--- src/rtl/cache_cfg.svh ---
`ifndef CACHE_CFG_SVH
`define CACHE_CFG_SVH

// cache geometry
// 2 ways x 128 sets x 32-byte lines = 8 KiB

// associativity
`define CACHE_WAY_NUM      2

// address split as tag | index | byte offset
`define CACHE_INDEX_WIDTH  7
`define CACHE_TAG_WIDTH    20
`define CACHE_OFFSET_WIDTH 5

// 32-bit words per line
`define CACHE_LINE_WORDS   8

`endif

--- src/rtl/cache_pkg.sv ---
`include "cache_cfg.svh"

package cache_pkg;

    // address fields
    typedef logic [`CACHE_TAG_WIDTH-1:0]           tag_t;
    typedef logic [`CACHE_INDEX_WIDTH-1:0]         index_t;
    typedef logic [`CACHE_OFFSET_WIDTH-1:0]        offset_t;
    typedef logic [$clog2(`CACHE_LINE_WORDS)-1:0]  word_sel_t;
    typedef logic [$clog2(`CACHE_WAY_NUM)-1:0]     way_t;

    // data
    typedef logic [31:0]                           word_t;
    typedef logic [`CACHE_LINE_WORDS*32-1:0]       line_t;
    typedef logic [`CACHE_LINE_WORDS*4-1:0]        line_strb_t;

    typedef enum logic [2:0] {idle, lookup, miss, replace, refill} main_state_t;

    // processor request, held until the transaction ends
    typedef struct packed {
        logic       op;
        tag_t       tag;
        index_t     index;
        offset_t    offset;
        logic [3:0] wstrb;
        word_t      wdata;
        logic       uncached;
        logic [1:0] size;
    } cpu_req_t;

endpackage

--- src/rtl/refill_buffer.sv ---
`timescale 1ns/10ps

module refill_buffer (
    input  logic             clk,
    input  logic             resetn,
    input  logic             ret_valid,
    input  logic             ret_last,
    input  cache_pkg::word_t ret_data,
    output cache_pkg::line_t fill_line
);
    import cache_pkg::*;

    word_sel_t word_cnt;
    line_t     line_q;

    // current word is merged in directly so the line is complete on ret_last
    always_comb begin
        fill_line = line_q;
        if (ret_valid) begin
            fill_line[word_cnt*32 +: 32] = ret_data;
        end
    end

    always_ff @(posedge clk) begin
        if (!resetn || (ret_valid && ret_last)) begin
            word_cnt <= '0;
            line_q   <= '0;
        end else if (ret_valid) begin
            word_cnt <= word_cnt + 1'b1;
            line_q   <= fill_line;
        end
    end

endmodule

--- config.mk ---
export PLATFORM = sky130hd
export DESIGN_NAME = refill_buffer
export DESIGN_NICKNAME = d
export VERILOG_FILES = /design/src/rtl/cache_pkg.sv /design/src/rtl/refill_buffer.sv
export VERILOG_INCLUDE_DIRS = /design/src /design/src/rtl
export SDC_FILE = /design/constraint.sdc
export NUM_CORES = 1
export LEC_CHECK = 0
export ABC_AREA = 1
export BUFFER_PORTS_ARGS = -buffer_cell sky130_fd_sc_hd__buf_2
export CORE_MARGIN = 3
export CORE_UTILIZATION = 49
export DETAILED_ROUTE_END_ITERATION = 12
export PLACE_DENSITY_LB_ADDON = 0.12
export SYNTH_ARGS = -nofsm -noshare
export SYNTH_HDL_FRONTEND = slang
export SYNTH_SLANG_ARGS = --single-unit
--- constraint.sdc ---
create_clock -name clk -period 2.85 [get_ports clk]
set_input_delay 0.57 -clock clk [delete_from_list [all_inputs] [get_ports clk]]
set_output_delay 0.57 -clock clk [all_outputs]
set_load 0.02 [all_outputs]
[Word level (Yosys, flattened, before mapping)]
Index checks and enable logic that the tools add are counted.
Cells by class
  add/sub/neg operators: 2
  shift operators: 2
  reductions and logical operators: 3
  mux-type cells: 2
Operator list (number)
  $bwmux 256: 1
  $mux 256: 1
  $shift 32x34->256 const A: 1
  $shiftx 32x34->256: 1
  $neg 8->34: 1
  $add 3x1->3 const B: 1
  $logic_and 1x1->1: 1
  $logic_not 1->1: 1
  $logic_or 1x1->1: 1
Word-level totals
  input bits: 36
  register bits after elaboration: 259

[Logic depth before layout (Yosys ltp)]
Gate-level depths: netlist (run 1).
  depth in word-level cells: 4
  gate-level depth with buffers: 13
  depth with buffers taken out: 10

[Worst setup path before layout (run 1)]
OpenSTA, ideal clock, no wires.
  path kind: reg-to-output
  from: register word_cnt[0]
  to: output port fill_line[0]
  stages on the path, launching flop included: 14
  data required time: 2.280 ns
  slack: -0.009 ns
  arrival time: 2.289 ns
  path through: dfxtp_1 buf_4 inv_4 clkbuf_1 ha_1 ha_1 inv_2 nand2_1 nor2_1 nand2_1 buf_2 nand2_1 nand2_1 inv_1
Between the ends
  cells in the longest elaborated chain, start to end: 4
  elaborated cells on any way between the ends: 5
RTL lines
  from (decl): RTL line refill_buffer.sv:13  | word_sel_t word_cnt;
  from (signal assigned): RTL line refill_buffer.sv:29  | word_cnt <= word_cnt + 1'b1;
  $neg 8->34 (*): RTL line refill_buffer.sv:20  | fill_line[word_cnt*32 +: 32] = ret_data;
  $shiftx 32x34->256 or $shift 32x34->256 (tied branches): RTL line refill_buffer.sv:20
  $bwmux 256 (*): RTL line refill_buffer.sv:20
  $mux 256 (*): RTL line refill_buffer.sv:19  | if (ret_valid) begin
  to (decl): RTL line refill_buffer.sv:9  | output cache_pkg::line_t fill_line
Every way passes the cells marked *; elsewhere a longest branch is shown, timed or not.

[Final worst setup path (run 1)]
  from: register word_cnt[0]
  to: output port fill_line[31]
The elaborated chain is that of the path after synthesis.

==> results of run 1 <==
[synth_stat cells, drive strengths merged]
master,number
nor2,283
clkbuf,45
clkinv,2
dfxtp,259
nand2,471
buf,70
nand3,90
inv,520
a21oi,19
nand4,72
o21ai,112
nor3,33
ha,7
[tightest hold or removal path, delay by kind of cell]
kind | cells | cell delay (ns)
buf+inv | 1 | 0.17
simple gates | 1 | 0.09
compound gates | 1 | 0.05
[timing repair]
action,CTS,global route
buffers inserted,14,17
resized for setup,191,274
cloned,10,16
hold endpoints to repair,0,0
setup endpoints to repair,256,256
pin swaps,7,24
[power groups by stage]
stage	logic [mW]	registers [mW]	clock network [mW]
floorplan	0.701	3.76	0
global placement	1.08	3.77	0
detailed placement	1.09	3.77	0
CTS	1.22	3.69	3.98
global route	1.48	3.69	4.14
finish	1.39	3.69	3.95
[layer usage]
layer  track usage (%)  vias up  wire length (um)  part of all wire, %
met5                 0        -                11                0.025
met4              10.7        2              1860                  4.3
met3              5.44      114              3820                  8.8
met2              45.6      592             20000                   46
met1              37.7     5986             17800                   41
li1                  -     6396                 -                    -
[through the flow]
stage / utilization [%] / hold WS [ns] / setup TNS (ns)
final: 70.9 / 0.388 / -20.92
after global routing: 70.9 / 0.388 / -41.07
after CTS: 65.4 / 0.373 / -17.16
after detailed placement: 57.5 / 0.466 / 0
after global placement: 57.5 / 0.462 / 0
after floorplan: - / 0.451 / 0
[final cells by class]
type / instances / share of cell area, %
multi-input cells: 1087 / 32.4
inverters: 522 / 11.3
repair buffers: 379 / 18.4
well taps: 324 / 2.33
clock inverters: 9 / 1.00
clock buffers: 40 / 4.75
flip-flops and latches: 259 / 29.8
[final timing paths]
kind	endpoint	slack [ns]	cells after the start
max	fill_line[31]	-0.19	12
min	word_cnt[0]	0.39	3
max reg2reg	line_q[222]	0.65	15
min reg2reg	line_q[247]	0.48	2
[registers in the layout, indices dropped and copies added, names as in the netlist]
name and count:
word_cnt 3, line_q 256
[logic make-up (layout without fill, tap and decap cells)]
family,Yosys count,count (layout),synth area share [%]
and+or+nand+nor,949,949,31.8
adders and majority gates,7,7,0.710
DFF,259,259,42.1
buffers and inverters,637,950,20.1
AOI/OAI and AO/OA,131,131,5.32
[cells in the final DEF, fill, tap and decap left out, drive strengths merged]
master,instances
inv,521
nand2,471
buf,366
nor2,283
dfxtp,259
o21ai,112
nand3,90
nand4,72
clkbuf,53
nor3,33
a21oi,19
ha,7
bufinv,5
clkinv,5
==> metrics.txt, run 1 <==
outcome=finished with violations; violations in the final reports=setup timing; nature of the critical path endpoint=output pin; worst-case clock skew=slightly above 0.008 ns; Final Non-Filler Cells=about 2,600; combined buffer and inverter count along the critical path=6; Static Leak=10.5 nW; cts bufs inserted=28; number of rows in the core area=57; summed instance area of the synthesized netlist=around 0.012 sq mm; Max Transition Viols Final=0; series of cell instances along the critical path=inv_4, ha_4, ha_4, inv_4, nand2_1, nor2_4, buf_4, clkbuf_16, nand3_1, nand2_2, inv_1, buf_2; worst min-delay path class=input pin to register; post-layout instance area=0.0174 sq mm; clock power share=roughly 44%; kind of launch point of the worst setup path=register; I/O Pins=292; initial cell density of the core=just over 50%; leading cell types by total area after synthesis=sky130_fd_sc_hd__dfxtp_1, sky130_fd_sc_hd__inv_1, sky130_fd_sc_hd__nand2_1, sky130_fd_sc_hd__nor2_1, sky130_fd_sc_hd__nand3_1; clock transition time at the flip-flop clock pins of the worst setup and hold paths=approximately 0.060 ns; placeable core region=0.0245 sq mm; least setup slack across all paths after layout=-0.186 ns; total wirelength of the detailed-routed design=roughly 44 mm; via count of the first global-routing pass=around 11,000; global-route congestion overflow total=0; internal power component=about 6.6 mW; Clock Latency Late Sink=0.54 ns; placed instance area=between 0.01 and 0.015 sq mm; Largest delay share family, worst path=buffers and inverters; post-route antenna net violation count=0; count of routing violations after the opening detailed-route iteration=between 900 and 1,000; part of the total power dissipated in sequential elements=~40%; largest fanout on the critical path=9; area share of the largest cell type after synthesis=between 40% and 50%; maximum buffer depth of the clock tree=3; die height=approximately 160 um; total die area=between 0.02 and 0.03 sq mm; Routed wire per std cell=16.6 um; library cell occupying the most area in the post-synthesis netlist=sky130_fd_sc_hd__dfxtp_1; maximum number of pins on one net before global-route repair=81; Remaining DRCs=0; FF+latch count, synth=roughly 260; R2R Path Start=word_cnt[0]; Yosys warning count=0; origin of the worst setup path=word_cnt[0]; last weighted congestion value of the routability-driven placer=roughly 0.87; clock tree from TritonCTS=yes; timing-limited maximum frequency=approximately 330 MHz; hold bufs inserted after CTS=0; number of buffers inserted by port buffering=291; share of layout cells above drive strength 1=between 20% and 30%; total instance count after detailed placement=~2,500; switching power summed over all nets=2.46 mW; Clock Sink Count=259; distinct cell type count of the synthesized netlist=23; Period minus WS final=just over 3 ns; Synth Net Count=between 2,000 and 2,500; measured slew at the worst slew-check pin=between 0.4 and 0.5 ns; die extent in x=165 um; Final nets=roughly 2,300; Hold Fails Final Rpt=0; Crit Path Class=register to output pin; RSZ-0062 raised after global routing=true; critical path's slowest cell=sky130_fd_sc_hd__dfxtp_4; total of max-cap violations=0; CTS H-tree lvls=1; average instance area after synthesis=6.22 sq um; post-synthesis cell count=a little under 2,000; detailed placer's ending HPWL=roughly 27 mm; sw frac=about 27%; start point of the worst hold path=ret_valid; worst endpoint data arrival time=between 2 and 2.5 ns; combined area of the multi-input logic cells=approximately 0.0056 sq mm; final setup violation count=240; pre-CTS setup slack=0.0769 ns; via-per-instance ratio=between 4 and 5; combinational share of power=~15%; Syn-to-layout area delta=41.1%; antenna violations before repair=1; peak ir drop on the vdd network=0.488 mV; Slowest Stage Delay on Critical Path=between 0.3 and 0.4 ns; antenna diode count=0; final clock period utilization by the worst path=107%; area used by sequential logic in the layout=about 0.0052 sq mm; Pwr Total=9.03 mW; sequential-to-total area share from yosys stat=between 40 and 50%; via count of the routed design=approximately 13,000; Pre-antenna DRT Iters=6; first-pass GRT wire length=60.9 mm; CTS root buf=sky130_fd_sc_hd__clkbuf_16; Total GRT Usage=between 20% and 30%; power density over cell area=between 500 and 600 mW/mm^2; relative max-transition margin=67.5%; Critical Path RT=2.28 ns; count of fill cells added during filler insertion=just over 2,000
No activity file was read; power rests on OpenSTA's default activity.
==> run 2, diff against run 1 <==
Settings changed: SETUP_SLACK_MARGIN from default to 0.5.
==> run 2 against run 1 <==
The run still ends with setup timing left; total power grew 0.83%; die area is the same; utilization grew 2.9 points; clock skew shrank 0.0023 ns; clock power shrank 3%; count of clock-buffer cells in the layout grew 3; maximum frequency grew 0.15%; worst setup slack gained 0.0045 ns; sequential power is essentially flat; wire length grew 6.0%; hold slack gained 0.055 ns; largest cell class unchanged.
==> metrics.txt, run 2 (synthesized netlist as in run 1, its figures left out) <==
number of buffers inserted by port buffering=291 (unchanged); antenna diode count=0 (unchanged); total wirelength of the detailed-routed design=46.2 mm (+6.0%); Period minus WS final=3.03 ns (-0.00449 ns); peak ir drop on the vdd network=0.446 mV (-8.7%); final setup violation count=245 (+2.1%); Max Transition Viols Final=0 (unchanged); hold_ws=0.443 ns (+0.0553 ns); post-route antenna net violation count=0 (unchanged); global-route congestion overflow total=0 (unchanged); via-per-instance ratio=5.15 (+3.0%); RSZ-0062 raised after global routing=true; relative max-transition margin=55.8% (-12 points); nature of the critical path endpoint=output pin; Clock Sink Count=259 (unchanged); placed instance area=0.0144 sq mm (+2.2%); Crit Path Class=register to output pin; most frequent standard cell in the layout excluding fill and tap cells=sky130_fd_sc_hd__nand2_1; measured slew at the worst slew-check pin=0.659 ns (+0.174 ns); switching power summed over all nets=2.58 mW (+4.9%); clock tree from TritonCTS=yes; maximum number of pins on one net before global-route repair=66 (-19%); first-pass GRT wire length=64.4 mm (+5.7%); Syn-to-layout area delta=46.8%; Total Negative Setup Slacks=-20.40 ns (+0.513 ns); total of max-cap violations=0 (unchanged); pre-CTS setup slack=0.118 ns (+0.0409 ns); cts bufs inserted=28 (unchanged); part of the total power dissipated in sequential elements=40.5% (-0.3 points); via count of the first global-routing pass=12,100 (+7.2%); CTS H-tree lvls=1 (unchanged); biggest regs=line_q (256), word_cnt (3); total instance count after detailed placement=2,518 (+0.12%); setup slack, reg-to-reg=0.79 ns (+0.14 ns); Pwr Total=9.11 mW (+0.83%); I/O Pins=292 (unchanged); sw frac=28.4% (+1.1 points); placeable core region=0.0245 sq mm (unchanged); Final nets=2,332 (+0.52%); Static Leak=10.1 nW (-3.3%); hold bufs inserted after CTS=0 (unchanged); kind of launch point of the worst setup path=register; via count of the routed design=13,600 (+3.6%); worst-case clock skew=0.00580 ns (-0.00233 ns); most frequent cells in the layout=sky130_fd_sc_hd__nand2_1, sky130_fd_sc_hd__inv_1, sky130_fd_sc_hd__dfxtp_1; Final Non-Filler Cells=2,635 (+0.57%); number of rows in the core area=57 (unchanged); clock power share=41.9% (-1.9 points); largest reg by FF count=line_q; antenna violations before repair=0 (-1); post-layout utilization of the core=73.8% (+2.9 points); last weighted congestion value of the routability-driven placer=0.869 (-0.31%); detailed placer's ending HPWL=27.5 mm (+1.7%); Pre-antenna DRT Iters=5 (-1); initial cell density of the core=50.3% (unchanged); die extent in x=165 um (unchanged); Remaining DRCs=0 (unchanged); total die area=0.0271 sq mm (unchanged); worst min-delay path class=input pin to register; worst endpoint data arrival time=2.46 ns (about the same); outcome=finished with violations; R2R depth=14 (-1); least setup slack across all paths after layout=-0.181 ns (+0.00449 ns); Total GRT Usage=29.9% (+1.6 points); violations in the final reports=setup timing; final clock period utilization by the worst path=106% (-0.16 points); largest fanout on the critical path=16 (+7); power density over cell area=503 mW/mm^2 (-3.1%); Hold Fails Final Rpt=0 (unchanged); internal power component=6.52 mW (-0.68%); CTS root buf=sky130_fd_sc_hd__clkbuf_16; post-layout instance area=0.0181 sq mm (+4.1%); hold depth=3 (unchanged); Routed wire per std cell=17.5 um (+5.4%); count of routing violations after the opening detailed-route iteration=1,273 (+28%); Clock Latency Late Sink=0.54 ns (about the same); timing-limited maximum frequency=330 MHz (+0.15%); die height=165 um (unchanged); maximum buffer depth of the clock tree=3 (unchanged); combinational share of power=17.6% (+2.2 points); flip-flop count of the largest register, all copies and words added=256 (unchanged); Critical Path RT=2.28 ns (about the same); clock transition time at the flip-flop clock pins of the worst setup and hold paths=0.06 ns (about the same); share of layout cells above drive strength 1=41.7% (+14 points)
==> run 2: cell types whose count changed in the layout (fill, tap and decap cells not counted), sizes merged <==
cell / delta
buf: +11
clkinv: +4
bufinv: -3
nand2: +2
bufbuf: +1
clkbuf: +1
inv: -1
==> run 2: final cells by class <==
type,instances,area [sq um]
fill,1935,6430
multi-input combinational,1089,6050
sequential,259,5190
timing repair buffer,389,3500
inverter,522,1980
clock buffer,43,878
tap,324,405
clock inverter,9,95.1
==> run 2: repair_timing <==
item / 4_1_cts / 5_1_grt
setup buffers: 23 / 15
resized for setup: 317 / 222
pin swaps: 26 / 19
setup endpoints to repair: 256 / 256
hold endpoints to repair: 0 / 0
gates cloned: 12 / 15
==> run 2: path summary, 6_finish.rpt <==
kind	startpoint	end
worst min-delay path	ret_valid	word_cnt[2]
worst min register to register	line_q[244]	line_q[244]
worst max-delay path	word_cnt[0]	fill_line[74]
worst max register to register	word_cnt[0]	line_q[200]
==> run 2: layer usage <==
metal	global-route usage, %	routed length, um	vias up
met2	48.8	21600	705
met5	0	0	-
met1	40.3	18200	6267
met4	10.9	2300	0
li1	-	-	6431
met3	4.46	4160	156
==> run 2: power by group through the flow <==
stage | registers, mW | clock network (mW) | logic (mW)
2_1_floorplan | 3.76 | 0 | 0.769
3_3_place_gp | 3.77 | 0 | 1.15
3_5_place_dp | 3.77 | 0 | 1.15
4_1_cts | 3.69 | 3.83 | 1.46
5_1_grt | 3.69 | 3.98 | 1.69
6_report | 3.69 | 3.82 | 1.60
==> run 2: worst max-delay path: stages (launching register included) <==
cell and delay, ns:
sky130_fd_sc_hd__dfxtp_4 0.37, sky130_fd_sc_hd__inv_6 0.04, sky130_fd_sc_hd__ha_4 0.16, sky130_fd_sc_hd__ha_4 0.33
sky130_fd_sc_hd__nand2_1 0.08, sky130_fd_sc_hd__nor2_2 0.14, sky130_fd_sc_hd__nand2_4 0.14, sky130_fd_sc_hd__clkbuf_16 0.23
sky130_fd_sc_hd__o21ai_2 0.25, sky130_fd_sc_hd__inv_2 0.04, sky130_fd_sc_hd__buf_2 0.15
==> run 3, diff against run 2 <==
--- a/constraint.sdc
+++ b/constraint.sdc
@@ -3,2 +3,2 @@
 set_output_delay 0.57 -clock clk [all_outputs]
-set_load 0.02 [all_outputs]
+set_load 0.1 [all_outputs]
==> run 3 against run 2 <==
The run now fails in global routing (5_1_grt); area after synthesis stayed put; synthesized cell count unchanged.
==> metrics.txt, run 3 <==
outcome=did not finish; stage where the flow stopped=global routing (5_1_grt); first reported error=[ERROR DPL-0038] Utilization greater than 100%, impossible to legalize; maximum buffer depth of the clock tree=3 (unchanged); die extent in x=165 um (unchanged); Synth Net Count=2,026 (unchanged); FF+latch count, synth=259 (unchanged); Clock Sink Count=259 (unchanged); compound-cell area share of the yosys netlist=5.32% (unchanged); leading cell types by total area after synthesis=sky130_fd_sc_hd__dfxtp_1, sky130_fd_sc_hd__inv_1, sky130_fd_sc_hd__nand2_1, sky130_fd_sc_hd__nor2_1, sky130_fd_sc_hd__nand3_1; Yosys warning count=0 (unchanged); number of enable-type register cells in the synthesized netlist=0 (unchanged); CTS root buf=sky130_fd_sc_hd__clkbuf_16; distinct cell type count of the synthesized netlist=23 (unchanged); adder-cell share of the synthesized area=0.710% (unchanged); number of rows in the core area=57 (unchanged); share of flip-flops with an asynchronous set or reset after synthesis=0% (unchanged); die height=165 um (unchanged); most instantiated flip-flop cell in the synthesis netlist=sky130_fd_sc_hd__dfxtp_1; classification of the worst endpoint=top-level output; share of cell area taken by muxes after synthesis=0% (unchanged); combinational family with the most area after synthesis=simple AND/OR/NAND/NOR gates; basic-gate share of the synthesized area counting and, or, nand and nor cells=31.8% (unchanged); area share of the largest cell type after synthesis=42.1% (unchanged); I/O Pins=292 (unchanged); top-count cell post-synth=sky130_fd_sc_hd__inv_1; maximum number of pins on one net before global-route repair=just over 80; cts bufs inserted=27 (-3.6%); detailed placer's ending HPWL=32.4 mm (+18%); number of buffers inserted by port buffering=291 (unchanged); synthesized-area fraction occupied by xor and xnor cells=0% (unchanged); last worst endpoint in the global-route repair_timing=fill_line[38]; summed instance area of the synthesized netlist=0.0123 sq mm (unchanged); Post-synth top cells=sky130_fd_sc_hd__inv_1, sky130_fd_sc_hd__nand2_1, sky130_fd_sc_hd__nor2_1, sky130_fd_sc_hd__dfxtp_1, sky130_fd_sc_hd__nand3_1; hold bufs inserted after CTS=0 (unchanged); CTS H-tree lvls=1 (unchanged); average instance area after synthesis=6.22 sq um (unchanged); library cell occupying the most area in the post-synthesis netlist=sky130_fd_sc_hd__dfxtp_1; sequential-to-total area share from yosys stat=42.1% (unchanged); pre-CTS setup slack=-0.0965 ns (-0.214 ns); post-synthesis cell count=1,983 (unchanged); last weighted congestion value of the routability-driven placer=0.902 (+3.8%); initial cell density of the core=50.3% (unchanged)
-- run 3: cell counts after synthesis --
No cell type changed its count.
-- run 3: cells by family after synthesis --
logic type,count (synthesis)
buf+inv,637
flops,259
fa+ha+maj,7
compound gates,131
simple gates,949
-- run 3: stage by stage --
stage / area, sq um / instances
after CTS: 23500 / 2673
after detailed placement: 19900 / 2528
after global placement: 19900 / 2528
after floorplan: 14300 / 1983
-- run 3: repair_timing --
item	4_1_cts
hold endpoints to repair	0
buffers inserted	68
endpoints found under the setup margin	266
pin swaps	67
gates cloned	29
gates resized for setup	448
==> run 4, diff against run 3 <==
Settings changed: CORE_UTILIZATION 49 to 34, PLACE_DENSITY_LB_ADDON 0.12 to 0.15, SETUP_SLACK_MARGIN 0.5 to default.
Clock period 2.85 ns to 3.7 ns, I/O delays scaled along.
==> run 4 against run 3 <==
The run now ends clean.
==> metrics.txt, run 4 (synthesized netlist as in run 1, its figures left out) <==
count of routing violations after the opening detailed-route iteration=1,017; Period minus WS final=roughly 3.5 ns; count of fill cells added during filler insertion=between 3,000 and 4,000; worst endpoint data arrival time=about 2.8 ns; post-layout utilization of the core=52.9%; Pwr Total=~7.5 mW; peak ir drop on the vdd network=about 0.38 mV; combinational share of power=between 20% and 30%; antenna violations before repair=2; CTS root buf=sky130_fd_sc_hd__clkbuf_16; placeable core region=~0.036 sq mm; outcome=finished clean; die height=196 um (+19%); die extent in x=196 um (+19%); number of buffers inserted by port buffering=291 (unchanged); Clock Latency Late Sink=~0.55 ns; last weighted congestion value of the routability-driven placer=0.860 (-4.6%); via count of the routed design=about 12,000; Final nets=2,259; clock power share=roughly 39%; via-per-instance ratio=4.54; R2R depth=10; CTS resizes=8 (-98%); total of max-cap violations=0; power density over cell area=396 mW/mm^2; nature of the critical path endpoint=output pin; global-route congestion overflow total=0; R2R Path Start=word_cnt[1]; biggest regs=line_q (256), word_cnt (3); largest reg by FF count=line_q; clock transition time at the flip-flop clock pins of the worst setup and hold paths=0.06 ns; Critical Path RT=2.96 ns; Max Transition Viols Final=0; internal power component=between 5 and 6 mW; final clock period utilization by the worst path=95.3%; clock tree from TritonCTS=yes; Syn-to-layout area delta=53.0%; flip-flop count of the largest register, all copies and words added=around 260; timing-limited maximum frequency=about 280 MHz; number of rows in the core area=69 (+21%); Min-Delay Endpoint=line_q[107]; placed instance area=0.0178 sq mm (-10%); capture instance of the worst register-to-register path=line_q[12]; CTS H-tree lvls=1 (unchanged); initial cell density of the core=34.6% (-16 points); Total GRT Usage=21.3%; maximum number of pins on one net before global-route repair=between 100 and 150; measured slew at the worst slew-check pin=0.519 ns; worst-case clock skew=roughly 0.0086 ns; final setup violation count=0; total die area=approximately 0.039 sq mm; sw frac=~32%; most frequent standard cell in the layout excluding fill and tap cells=sky130_fd_sc_hd__inv_1; Routed wire per std cell=15.8 um; hold bufs inserted after CTS=0 (unchanged); I/O Pins=292 (unchanged); detailed placer's ending HPWL=31.7 mm (-2.3%); number of setup buffers added after CTS=0 (-100%); Clock Sink Count=259 (unchanged); setup slack, reg-to-reg=between 1.5 and 2 ns; first-pass GRT wire length=65.0 mm; maximum buffer depth of the clock tree=3 (unchanged); Pre-antenna DRT Iters=5; total wirelength of the detailed-routed design=between 40 and 50 mm; via count of the first global-routing pass=around 11,000; post-layout instance area=between 0.015 and 0.02 sq mm; Static Leak=between 10 and 15 nW; most frequent cells in the layout=sky130_fd_sc_hd__inv_1, sky130_fd_sc_hd__nand2_1, sky130_fd_sc_hd__nor2_1; part of the total power dissipated in sequential elements=38.1%; kind of launch point of the worst setup path=register; share of layout cells above drive strength 1=between 10% and 20%; start point of the worst hold path=line_q[107]; Crit Path Class=register to output pin; cts bufs inserted=30 (+11%); relative max-transition margin=65.1%; Remaining DRCs=0; Hold Fails Final Rpt=0; hold depth=2; antenna diode count=0; switching power summed over all nets=2.40 mW; worst min-delay path class=register to register; post-route antenna net violation count=0; largest fanout on the critical path=9
==> run 4: cell type report <==
type | instances | area, sq um | area share (%)
timing repair buffer | 316 | 5460 | 29.0
sequential | 259 | 5190 | 27.5
clock inverter | 4 | 45.0 | 0.239
inverter | 522 | 1960 | 10.4
multi-input combinational | 1087 | 4700 | 24.9
tap | 461 | 577 | 3.06
clock buffer | 47 | 926 | 4.91
==> run 4: power by group through the flow <==
stage                     combinational, mW  sequential [mW]  clock [mW]
after floorplan                        1.08             2.90           0
after global placement                 1.70             2.90           0
after detailed placement               1.70             2.90           0
after CTS                              1.71             2.84        3.00
after global routing                   1.79             2.84        3.10
final                                  1.71             2.84        2.92
==> run 4: per-stage QoR <==
stage | instances | TNS, ns | hold slack, ns | setup slack [ns]
floorplan | 1983 | 0 | 0.451 | 0.219
global placement | 2645 | 0 | 0.461 | 0.580
detailed placement | 2645 | 0 | 0.464 | 0.495
CTS | 2696 | 0 | 0.473 | 0.00146
global route | 2696 | -0.00722 | 0.486 | -0.00722
finish | 2696 | 0 | 0.473 | 0.175
==> run 4: worst max-delay path by stage <==
stage / to / slack (ns) / cells after the start / from
2_1_floorplan: fill_line[0] / 0.22 / 13 / word_cnt[0]
3_3_place_gp: fill_line[116] / 0.58 / 10 / word_cnt[1]
3_5_place_dp: fill_line[16] / 0.50 / 12 / word_cnt[1]
4_1_cts: fill_line[232] / 0.001 / 9 / word_cnt[1]
5_1_grt: fill_line[30] / -0.007 / 11 / word_cnt[1]
6_report: fill_line[233] / 0.17 / 9 / word_cnt[1]
==> run 4: critical path, stage by stage (launching register included) <==
cell and delay, ns:
sky130_fd_sc_hd__dfxtp_2 0.35, sky130_fd_sc_hd__inv_1 0.08, sky130_fd_sc_hd__ha_2 0.19, sky130_fd_sc_hd__ha_1 0.19
sky130_fd_sc_hd__clkinv_1 0.23, sky130_fd_sc_hd__nand2_1 0.38, sky130_fd_sc_hd__nor3_1 0.13, sky130_fd_sc_hd__o21ai_0 0.35
sky130_fd_sc_hd__inv_1 0.13, sky130_fd_sc_hd__buf_12 0.19
==> run 4: per-layer routing <==
metal,share of wire [%],track usage [%]
met3,8.7,5.59
met4,2.6,5.39
met5,0.059,0
met1,44,28.9
met2,45,34.0
